File: config.mk
export PLATFORM = sky130hd
export DESIGN_NAME = demosaic_top
export DESIGN_NICKNAME = d
export VERILOG_FILES = /design/src/verilog/demosaic_pkg.sv /design/src/verilog/abs_diff.sv /design/src/verilog/bayer_line_buffer.sv /design/src/verilog/raster_tracker.sv /design/src/verilog/green_interpolator.sv /design/src/verilog/activity_threshold.sv /design/src/verilog/demosaic_top.sv
export VERILOG_INCLUDE_DIRS = /design/src /design/src/verilog
export SDC_FILE = /design/constraint.sdc
export NUM_CORES = 1
export LEC_CHECK = 0
export ABC_AREA = 1
export CORE_UTILIZATION = 40
export CTS_CLUSTER_DIAMETER = 150
export DETAILED_ROUTE_END_ITERATION = 16
export DONT_BUFFER_PORTS = 1
export GPL_TIMING_DRIVEN = 0
export RECOVER_POWER = 100
export SETUP_SLACK_MARGIN = 0.15
export SLEW_MARGIN = 10
export SYNTH_ARGS = -nofsm -noshare
export SYNTH_HDL_FRONTEND = slang
export SYNTH_HIERARCHICAL = 1
export SYNTH_SLANG_ARGS = --single-unit
File: constraint.sdc
create_clock -name clk -period 3.1 [get_ports clk]
set_input_delay 0.62 -clock clk [delete_from_list [all_inputs] [get_ports clk]]
set_output_delay 0.62 -clock clk [all_outputs]
set_load 0.05 [all_outputs]
File: src/verilog/demosaic_macros.svh
`ifndef DEMOSAIC_MACROS_SVH
`define DEMOSAIC_MACROS_SVH

// Frame geometry, both dimensions even
`define FRAME_WIDTH 16
`define FRAME_HEIGHT 8

// Two trailing zero rows flush the row memories
`define FRAME_STROBES ((`FRAME_HEIGHT + 2) * `FRAME_WIDTH)

// Strobe index at which raster pixel 0 sits in the window centre
`define CENTER_LAG (`FRAME_WIDTH + 1)

// Strobes from window centre to output register
`define INTERP_DEPTH 4

// Mean activity per non-green pixel
`define ACT_LEVEL1 4
`define ACT_LEVEL2 8
`define ACT_LEVEL3 16
`define ACT_LEVEL4 32

// Edge thresholds, quiet frames first
`define THRESH_0 50
`define THRESH_1 40
`define THRESH_2 20
`define THRESH_3 15
`define THRESH_4 8

`endif

File: src/verilog/demosaic_pkg.sv
`default_nettype none

package demosaic_pkg;

	// One sensor sample or colour channel
	typedef logic [7:0] pixel_t;

	// Column or row index
	typedef logic [15:0] coord_t;

	// Holds h + v with both at full scale
	typedef logic [8:0] grad_t;

	typedef logic [31:0] activity_t;

	// Where the tracker is within a frame
	typedef enum logic [1:0] {
		phaseFilling,
		phaseStreaming,
		phaseDraining
	} trackPhase_t;

endpackage

`default_nettype wire

File: src/verilog/abs_diff.sv
`timescale 1ns/10ps
`default_nettype none

module abs_diff import demosaic_pkg::*; #(
	parameter int extraStages = 1
) (
	input wire clk,
	input wire reset,
	input wire strobe,
	input wire pixel_t a,
	input wire pixel_t b,
	output pixel_t result
);

	// Top bit of each difference is the borrow
	grad_t aMinusB;
	grad_t bMinusA;
	pixel_t delayLine [extraStages];

	always_ff @(posedge clk) begin
		if (reset) begin
			aMinusB <= '0;
			bMinusA <= '0;
		end else if (strobe) begin
			aMinusB <= grad_t'(a) - grad_t'(b);
			bMinusA <= grad_t'(b) - grad_t'(a);
		end
	end

	// Keep whichever difference did not borrow
	always_ff @(posedge clk) begin
		if (reset) begin
			for (int i = 0; i < extraStages; i++) begin
				delayLine[i] <= '0;
			end
		end else if (strobe) begin
			delayLine[0] <= aMinusB[8] ? bMinusA[7:0] : aMinusB[7:0];
			for (int i = 1; i < extraStages; i++) begin
				delayLine[i] <= delayLine[i-1];
			end
		end
	end

	assign result = delayLine[extraStages-1];

endmodule

`default_nettype wire

File: src/verilog/bayer_line_buffer.sv
`timescale 1ns/10ps
`default_nettype none

`include "demosaic_macros.svh"

module bayer_line_buffer import demosaic_pkg::*; (
	input wire clk,
	input wire reset,
	input wire strobe,
	input wire pixel_t data,
	output pixel_t window00,
	output pixel_t window01,
	output pixel_t window02,
	output pixel_t window10,
	output pixel_t window11,
	output pixel_t window12,
	output pixel_t window20,
	output pixel_t window21,
	output pixel_t window22
);

	localparam int ptrBits = $clog2(`FRAME_WIDTH);
	localparam logic [ptrBits-1:0] lastPtr = ptrBits'(`FRAME_WIDTH - 1);

	logic [ptrBits-1:0] wrPtr;
	pixel_t row1Mem [`FRAME_WIDTH];
	pixel_t row0Mem [`FRAME_WIDTH];
	pixel_t rowIn [3];
	pixel_t win [3][3];

	// Row 2 is the live input, row 0 is two rows old
	assign rowIn[2] = data;
	assign rowIn[1] = row1Mem[wrPtr];
	assign rowIn[0] = row0Mem[wrPtr];

	always_ff @(posedge clk) begin
		if (reset) begin
			wrPtr <= '0;
		end else if (strobe) begin
			wrPtr <= (wrPtr == lastPtr) ? '0 : wrPtr + 1'b1;
		end
	end

	// Second memory takes what falls out of the first
	always_ff @(posedge clk) begin
		if (strobe) begin
			row1Mem[wrPtr] <= data;
			row0Mem[wrPtr] <= rowIn[1];
		end
	end

	// Column 2 is the newest sample, so column 0 is the left neighbour
	always_ff @(posedge clk) begin
		if (strobe) begin
			for (int r = 0; r < 3; r++) begin
				win[r][2] <= rowIn[r];
				win[r][1] <= win[r][2];
				win[r][0] <= win[r][1];
			end
		end
	end

	assign window00 = win[0][0];
	assign window01 = win[0][1];
	assign window02 = win[0][2];
	assign window10 = win[1][0];
	assign window11 = win[1][1];
	assign window12 = win[1][2];
	assign window20 = win[2][0];
	assign window21 = win[2][1];
	assign window22 = win[2][2];

	wrPtrInRange: assert property (@(posedge clk) disable iff (reset)
		int'(wrPtr) < `FRAME_WIDTH)
		else $error("line buffer write pointer out of range: %0d", wrPtr);

endmodule

`default_nettype wire

File: src/verilog/raster_tracker.sv
`timescale 1ns/10ps
`default_nettype none

`include "demosaic_macros.svh"

module raster_tracker import demosaic_pkg::*; (
	input wire clk,
	input wire reset,
	input wire strobe,
	output coord_t centerX,
	output coord_t centerY,
	output logic centerValid,
	output logic frameEnd
);

	localparam int countBits = $clog2(`FRAME_STROBES);

	typedef logic [countBits-1:0] count_t;

	localparam count_t fillEnd = count_t'(`CENTER_LAG - 1);
	localparam count_t streamEnd = count_t'(`CENTER_LAG + `FRAME_WIDTH * `FRAME_HEIGHT - 1);
	localparam count_t lastStrobe = count_t'(`FRAME_STROBES - 1);
	localparam coord_t lastCol = coord_t'(`FRAME_WIDTH - 1);
	localparam coord_t lastRow = coord_t'(`FRAME_HEIGHT - 1);

	count_t strobeCount;
	trackPhase_t phase;
	trackPhase_t nextPhase;

	always_ff @(posedge clk) begin
		if (reset) begin
			strobeCount <= '0;
		end else if (strobe) begin
			strobeCount <= (strobeCount == lastStrobe) ? '0 : strobeCount + 1'b1;
		end
	end

	// Phase always describes the strobe index held in strobeCount
	always_comb begin
		nextPhase = phase;
		case (phase)
			phaseFilling: if (strobeCount == fillEnd) nextPhase = phaseStreaming;
			phaseStreaming: if (strobeCount == streamEnd) nextPhase = phaseDraining;
			phaseDraining: if (strobeCount == lastStrobe) nextPhase = phaseFilling;
			default: nextPhase = phaseFilling;
		endcase
	end

	always_ff @(posedge clk) begin
		if (reset) begin
			phase <= phaseFilling;
		end else if (strobe) begin
			phase <= nextPhase;
		end
	end

	// Centre position steps once per streaming strobe, restarting each frame
	always_ff @(posedge clk) begin
		if (reset) begin
			centerX <= '0;
			centerY <= '0;
			centerValid <= 1'b0;
		end else if (strobe) begin
			centerValid <= (phase == phaseStreaming);
			if (phase == phaseStreaming) begin
				if (!centerValid) begin
					centerX <= '0;
					centerY <= '0;
				end else if (centerX == lastCol) begin
					centerX <= '0;
					centerY <= (centerY == lastRow) ? '0 : centerY + 1'b1;
				end else begin
					centerX <= centerX + 1'b1;
				end
			end
		end
	end

	always_ff @(posedge clk) begin
		if (reset) begin
			frameEnd <= 1'b0;
		end else begin
			frameEnd <= strobe && (strobeCount == lastStrobe);
		end
	end

	centerXInFrame: assert property (@(posedge clk) disable iff (reset)
		centerValid |-> int'(centerX) < `FRAME_WIDTH)
		else $error("centre column %0d outside frame", centerX);

endmodule

`default_nettype wire

File: src/verilog/green_interpolator.sv
`timescale 1ns/10ps
`default_nettype none

`include "demosaic_macros.svh"

module green_interpolator import demosaic_pkg::*; (
	input wire clk,
	input wire reset,
	input wire strobe,
	input wire pixel_t window00,
	input wire pixel_t window01,
	input wire pixel_t window02,
	input wire pixel_t window10,
	input wire pixel_t window11,
	input wire pixel_t window12,
	input wire pixel_t window20,
	input wire pixel_t window21,
	input wire pixel_t window22,
	input wire coord_t centerX,
	input wire coord_t centerY,
	input wire centerValid,
	output pixel_t red,
	output pixel_t green,
	output pixel_t blue,
	output coord_t pixelX,
	output coord_t pixelY,
	output logic pixelValid,
	output grad_t gradSum,
	output logic gradSumValid
);

	localparam coord_t lastCol = coord_t'(`FRAME_WIDTH - 1);
	localparam coord_t lastRow = coord_t'(`FRAME_HEIGHT - 1);

	function automatic pixel_t avg2(input pixel_t p, input pixel_t q);
		grad_t total;
		total = grad_t'(p) + grad_t'(q);
		return total[8:1];
	endfunction

	// Corner taps only matter for red and blue interpolation
	pixel_t maskLeft, maskRight, maskUp, maskDown;
	pixel_t hAvgIn, vAvgIn;
	pixel_t left1, right1, up1, down1;
	pixel_t hAvg1, vAvg1, hAvg2, vAvg2, hAvg3, vAvg3, hvMean3;
	pixel_t center1, center2, center3;
	coord_t x1, x2, x3, y1, y2, y3;
	logic valid1, valid2, valid3;
	pixel_t hGrad, vGrad, greenSel;

	// Neighbours outside the frame read as zero
	always_comb begin
		maskLeft = (centerX == '0) ? '0 : window10;
		maskRight = (centerX == lastCol) ? '0 : window12;
		maskUp = (centerY == '0) ? '0 : window01;
		maskDown = (centerY == lastRow) ? '0 : window21;
		if (centerX == '0) hAvgIn = maskRight;
		else if (centerX == lastCol) hAvgIn = maskLeft;
		else hAvgIn = avg2(maskLeft, maskRight);
		if (centerY == '0) vAvgIn = maskDown;
		else if (centerY == lastRow) vAvgIn = maskUp;
		else vAvgIn = avg2(maskUp, maskDown);
	end

	always_ff @(posedge clk) begin
		if (strobe) begin
			left1 <= maskLeft;
			right1 <= maskRight;
			up1 <= maskUp;
			down1 <= maskDown;
			hAvg1 <= hAvgIn;
			vAvg1 <= vAvgIn;
			center1 <= window11;
			x1 <= centerX;
			y1 <= centerY;
			// Stages 2 and 3 cover the gradient latency
			hAvg2 <= hAvg1;
			vAvg2 <= vAvg1;
			center2 <= center1;
			x2 <= x1;
			y2 <= y1;
			hAvg3 <= hAvg2;
			vAvg3 <= vAvg2;
			hvMean3 <= avg2(hAvg2, vAvg2);
			center3 <= center2;
			x3 <= x2;
			y3 <= y2;
		end
	end

	abs_diff #(.extraStages(1)) hGradient (
		.clk(clk),
		.reset(reset),
		.strobe(strobe),
		.a(left1),
		.b(right1),
		.result(hGrad)
	);

	abs_diff #(.extraStages(1)) vGradient (
		.clk(clk),
		.reset(reset),
		.strobe(strobe),
		.a(up1),
		.b(down1),
		.result(vGrad)
	);

	// Interpolate along the flatter direction
	always_comb begin
		if (hGrad > vGrad) greenSel = vAvg3;
		else if (hGrad < vGrad) greenSel = hAvg3;
		else greenSel = hvMean3;
	end

	always_ff @(posedge clk) begin
		if (strobe) begin
			pixelX <= x3;
			pixelY <= y3;
			gradSum <= grad_t'(hGrad) + grad_t'(vGrad);
			case ({y3[0], x3[0]})
				2'b01: begin
					// Blue site
					red <= '0;
					green <= greenSel;
					blue <= center3;
				end
				2'b10: begin
					// Red site
					red <= center3;
					green <= greenSel;
					blue <= '0;
				end
				default: begin
					red <= '0;
					green <= center3;
					blue <= '0;
				end
			endcase
		end
	end

	// gradSumValid is held until the next strobe, pixelValid is a pulse
	always_ff @(posedge clk) begin
		if (reset) begin
			valid1 <= 1'b0;
			valid2 <= 1'b0;
			valid3 <= 1'b0;
			pixelValid <= 1'b0;
			gradSumValid <= 1'b0;
		end else begin
			pixelValid <= strobe && valid3;
			if (strobe) begin
				valid1 <= centerValid;
				valid2 <= valid1;
				valid3 <= valid2;
				gradSumValid <= valid3 && (x3[0] ^ y3[0]);
			end
		end
	end

	pixelInFrame: assert property (@(posedge clk) disable iff (reset)
		pixelValid |-> int'(pixelX) < `FRAME_WIDTH && int'(pixelY) < `FRAME_HEIGHT)
		else $error("output pixel (%0d,%0d) outside frame", pixelX, pixelY);

endmodule

`default_nettype wire

File: src/verilog/activity_threshold.sv
`timescale 1ns/10ps
`default_nettype none

`include "demosaic_macros.svh"

module activity_threshold import demosaic_pkg::*; (
	input wire clk,
	input wire reset,
	input wire strobe,
	input wire grad_t gradSum,
	input wire gradSumValid,
	input wire frameEnd,
	output pixel_t threshold,
	output logic frameDone
);

	// Levels scaled by the non-green count, half the frame
	localparam int nonGreen = `FRAME_WIDTH * `FRAME_HEIGHT / 2;
	localparam activity_t level1 = activity_t'(`ACT_LEVEL1 * nonGreen);
	localparam activity_t level2 = activity_t'(`ACT_LEVEL2 * nonGreen);
	localparam activity_t level3 = activity_t'(`ACT_LEVEL3 * nonGreen);
	localparam activity_t level4 = activity_t'(`ACT_LEVEL4 * nonGreen);

	activity_t activitySum;
	pixel_t thresholdNext;

	// Busier frames get a lower edge threshold
	always_comb begin
		if (activitySum < level1) thresholdNext = pixel_t'(`THRESH_0);
		else if (activitySum < level2) thresholdNext = pixel_t'(`THRESH_1);
		else if (activitySum < level3) thresholdNext = pixel_t'(`THRESH_2);
		else if (activitySum < level4) thresholdNext = pixel_t'(`THRESH_3);
		else thresholdNext = pixel_t'(`THRESH_4);
	end

	always_ff @(posedge clk) begin
		if (reset) begin
			activitySum <= '0;
			threshold <= '0;
			frameDone <= 1'b0;
		end else begin
			frameDone <= frameEnd;
			if (frameEnd) begin
				threshold <= thresholdNext;
				activitySum <= '0;
			end else if (strobe && gradSumValid) begin
				// Each held gradient is counted once, at the strobe that replaces it
				activitySum <= activitySum + activity_t'(gradSum);
			end
		end
	end

	frameDoneSingle: assert property (@(posedge clk) disable iff (reset)
		frameDone |=> !frameDone)
		else $error("frameDone high for more than one cycle");

endmodule

`default_nettype wire

File: src/verilog/demosaic_top.sv
`timescale 1ns/10ps
`default_nettype none

module demosaic_top import demosaic_pkg::*; (
	input wire clk,
	input wire reset,
	input wire pixel_t data,
	input wire strobe,
	output pixel_t red,
	output pixel_t green,
	output pixel_t blue,
	output coord_t pixelX,
	output coord_t pixelY,
	output logic pixelValid,
	output pixel_t threshold,
	output logic frameDone
);

	pixel_t window00, window01, window02;
	pixel_t window10, window11, window12;
	pixel_t window20, window21, window22;
	coord_t centerX, centerY;
	logic centerValid;
	logic frameEnd;
	grad_t gradSum;
	logic gradSumValid;

	// Input side
	bayer_line_buffer lineBuffer (
		.clk, .reset, .strobe, .data,
		.window00, .window01, .window02,
		.window10, .window11, .window12,
		.window20, .window21, .window22
	);

	raster_tracker tracker (
		.clk, .reset, .strobe,
		.centerX, .centerY, .centerValid, .frameEnd
	);

	// Processing
	green_interpolator interpolator (
		.clk, .reset, .strobe,
		.window00, .window01, .window02,
		.window10, .window11, .window12,
		.window20, .window21, .window22,
		.centerX, .centerY, .centerValid,
		.red, .green, .blue,
		.pixelX, .pixelY, .pixelValid,
		.gradSum, .gradSumValid
	);

	// Output side
	activity_threshold activity (
		.clk, .reset, .strobe,
		.gradSum, .gradSumValid, .frameEnd,
		.threshold, .frameDone
	);

endmodule

`default_nettype wire

==> run metrics <==
Reg clk slew, reported paths roughly 60 ps; Multi-input gate area around 0.0092 mm2; Syn Inst Count roughly 3100; DRC Markers 0; boundary pin count 77; Layout Cells excl Fill ~4300; Max Root-Sink Buffers 3; Final setup viols 0; clock root buffer clkbuf_16; Sequential Power Share about half; Power Total roughly 23 mW; combined area of all synthesized cells around 0.032 mm2; unrepaired setup endpoints after global routing true; final WL 68700 um; post-layout min period around 2800 ps; reg-to-reg slack, setup roughly 270 ps; clk_skew 37.9 ps; later-pin clock latency in the skew report 650 ps; GPL Wtd Cong ~0.86; final hold violation count 0; Clock Power Share 42.2%; Filler Cells Inserted around 7300; yosys warns 6; Max Slew Vio Count 0; H-tree depth 3; Max Freq between 300 and 400 MHz; setup TNS 0 ps; Layout area overhead 13.6%; Gate power share 6.9%; switching portion of total power between 20% and 30%; slew at the pin with the worst max-slew slack just under 900 ps; Initial Utilization about 40%; pwr/cell area 619 mW/mm2; status finished, final reports clean; Die Height 285 um; largest net degree at the start of global routing around 350; remaining global-route overflow 0; initial antenna violation count 1; slowest CP cell dfxtp_1; vias post-DR a little over 20000; vias per cell 4.76; antenna viol nets, final 0; total track usage around 17%; max-cap viol count 0; startpoint types register; max incr delay on CP roughly 390 ps; Slew headroom slightly above 40%; crit path buf inv count 2; CTS Buf Count 79; Starting DRT DRC Count roughly 1500; crit-path cells nor2_1 > nand2_2 > nor2_1 > nand2_4 > clkinv_2 > buf_4 > nor2_1 > ha_1 > nand2_1 > o21ai_2 > a21oi_1 > o21ai_1 > nand2_1 > nand2_1 > a21oi_1 > o21ai_2; Setup crit end kind register; WS Path Type register to register; dpl cells around 4200; wire per inst roughly 16 um; first-pass GRT wire length around 110000 um; vias in the first global route 19500; CP top delay family simple AND/OR/NAND/NOR gates; Worst Hold Class input pin to register; P_int between 15 and 20 mW; Reg area roughly 0.021 mm2; Die ar. 0.0814 mm2; Detailed Routing Iterations Pass 1 6; DPL Wire Length between 40000 and 50000 um; switching pwr ~5.5 mW; WP data arrival about 3300 ps; CP Max Fanout 10; core outline area 0.0791 mm2; # port buffers 0; # rows just over 100; Critical Path RT 3560 ps; Clock Sinks between 700 and 800; leakage power 15.3 nW; NumNets Final approximately 3300; Max rail drop VDD roughly 560 uV; share of cells above drive strength 1 9.61%; final worst slack about 270 ps; Die W approximately 290 um; CTS tree done; Tcrit/Tclk final a little over 90%; pre-CTS setup slack -177 ps; Synth Area per Inst around 10 um2
cell usage in the layout (no fill, tap or decap), types with 34 or more instances in the layout:
master,count
nand3_1,328
inv_1,460
a21oi_1,104
edfxtp_1,601
nor2_1,242
ha_1,86
clkbuf_16,79
dfxtp_1,128
buf_4,34
o21ai_0,51
nand2_1,806
sequential cells by signal (all words and copies together), names as in the netlist, 16 cells and up, named ones only:
signal                flops
activity/activitySum     32
interpolator/pixelX      16
interpolator/pixelY      16
interpolator/x1          16
interpolator/x2          16
interpolator/x3          16
interpolator/y1          16
interpolator/y2          16
interpolator/y3          16
lineBuffer/row0Mem      128
lineBuffer/row1Mem      128
lineBuffer/win           56
tracker/centerX          16
tracker/centerY          16
per-stage QoR:
step                util [%]  hold WS (ps)  instance area (um2)
floorplan                  -           400                32100
global placement        42.2           400                33400
detailed placement      42.6           405                33700
CTS                     46.0          10.0                36400
global route            46.1          19.5                36400
finish                  46.1          52.7                36400
layout make-up:
cell class / instances / area share [%]
multi-input combinational: 1838 / 25.4
sequential: 729 / 56.6
clock buffer: 92 / 5.56
inverter: 481 / 4.97
tap: 1050 / 3.60
antenna: 1 / 0.00687
buffer: 81 / 1.39
clock inverter: 54 / 1.74
timing repair buffer: 22 / 0.817
path summary, 6_finish.rpt:
path | cells after the start | from | endpoint
worst max-delay path | 16 | tracker/centerY[5]$_SDFFE_PP0P_ | interpolator/vAvg1[7]$_DFFE_PP_
worst min-delay path | 1 | reset | interpolator/valid3$_SDFFE_PP0P_
worst max register to register | 16 | tracker/centerY[5]$_SDFFE_PP0P_ | interpolator/vAvg1[7]$_DFFE_PP_
worst min register to register | 0 | interpolator/hAvg1[2]$_DFFE_PP_ | interpolator/hAvg2[2]$_DFFE_PP_
metal layers:
layer	share of wire, %	global-route usage, %	up-vias
met5	0.012	0	-
met1	45	22.4	9586
met2	46	27.7	488
met4	3.1	6.24	2
li1	-	-	10500
met3	5.6	3.24	124
repair_timing:
action / CTS / global route
pin swaps: 0 / 12
buffers inserted: 0 / 6
hold buffers: 0 / 0
gates resized for setup: 11 / 41
setup endpoints to repair: 9 / 11
power groups by stage:
stage	clock (mW)	sequential (mW)	combinational, mW
detailed placement	0	11.7	1.55
finish	9.53	11.5	1.56
global route	10.1	11.5	1.75
floorplan	0	11.6	1.09
CTS	9.76	11.5	1.56
global placement	0	11.7	1.52
Note: power is estimated with default switching activity, not from simulation.
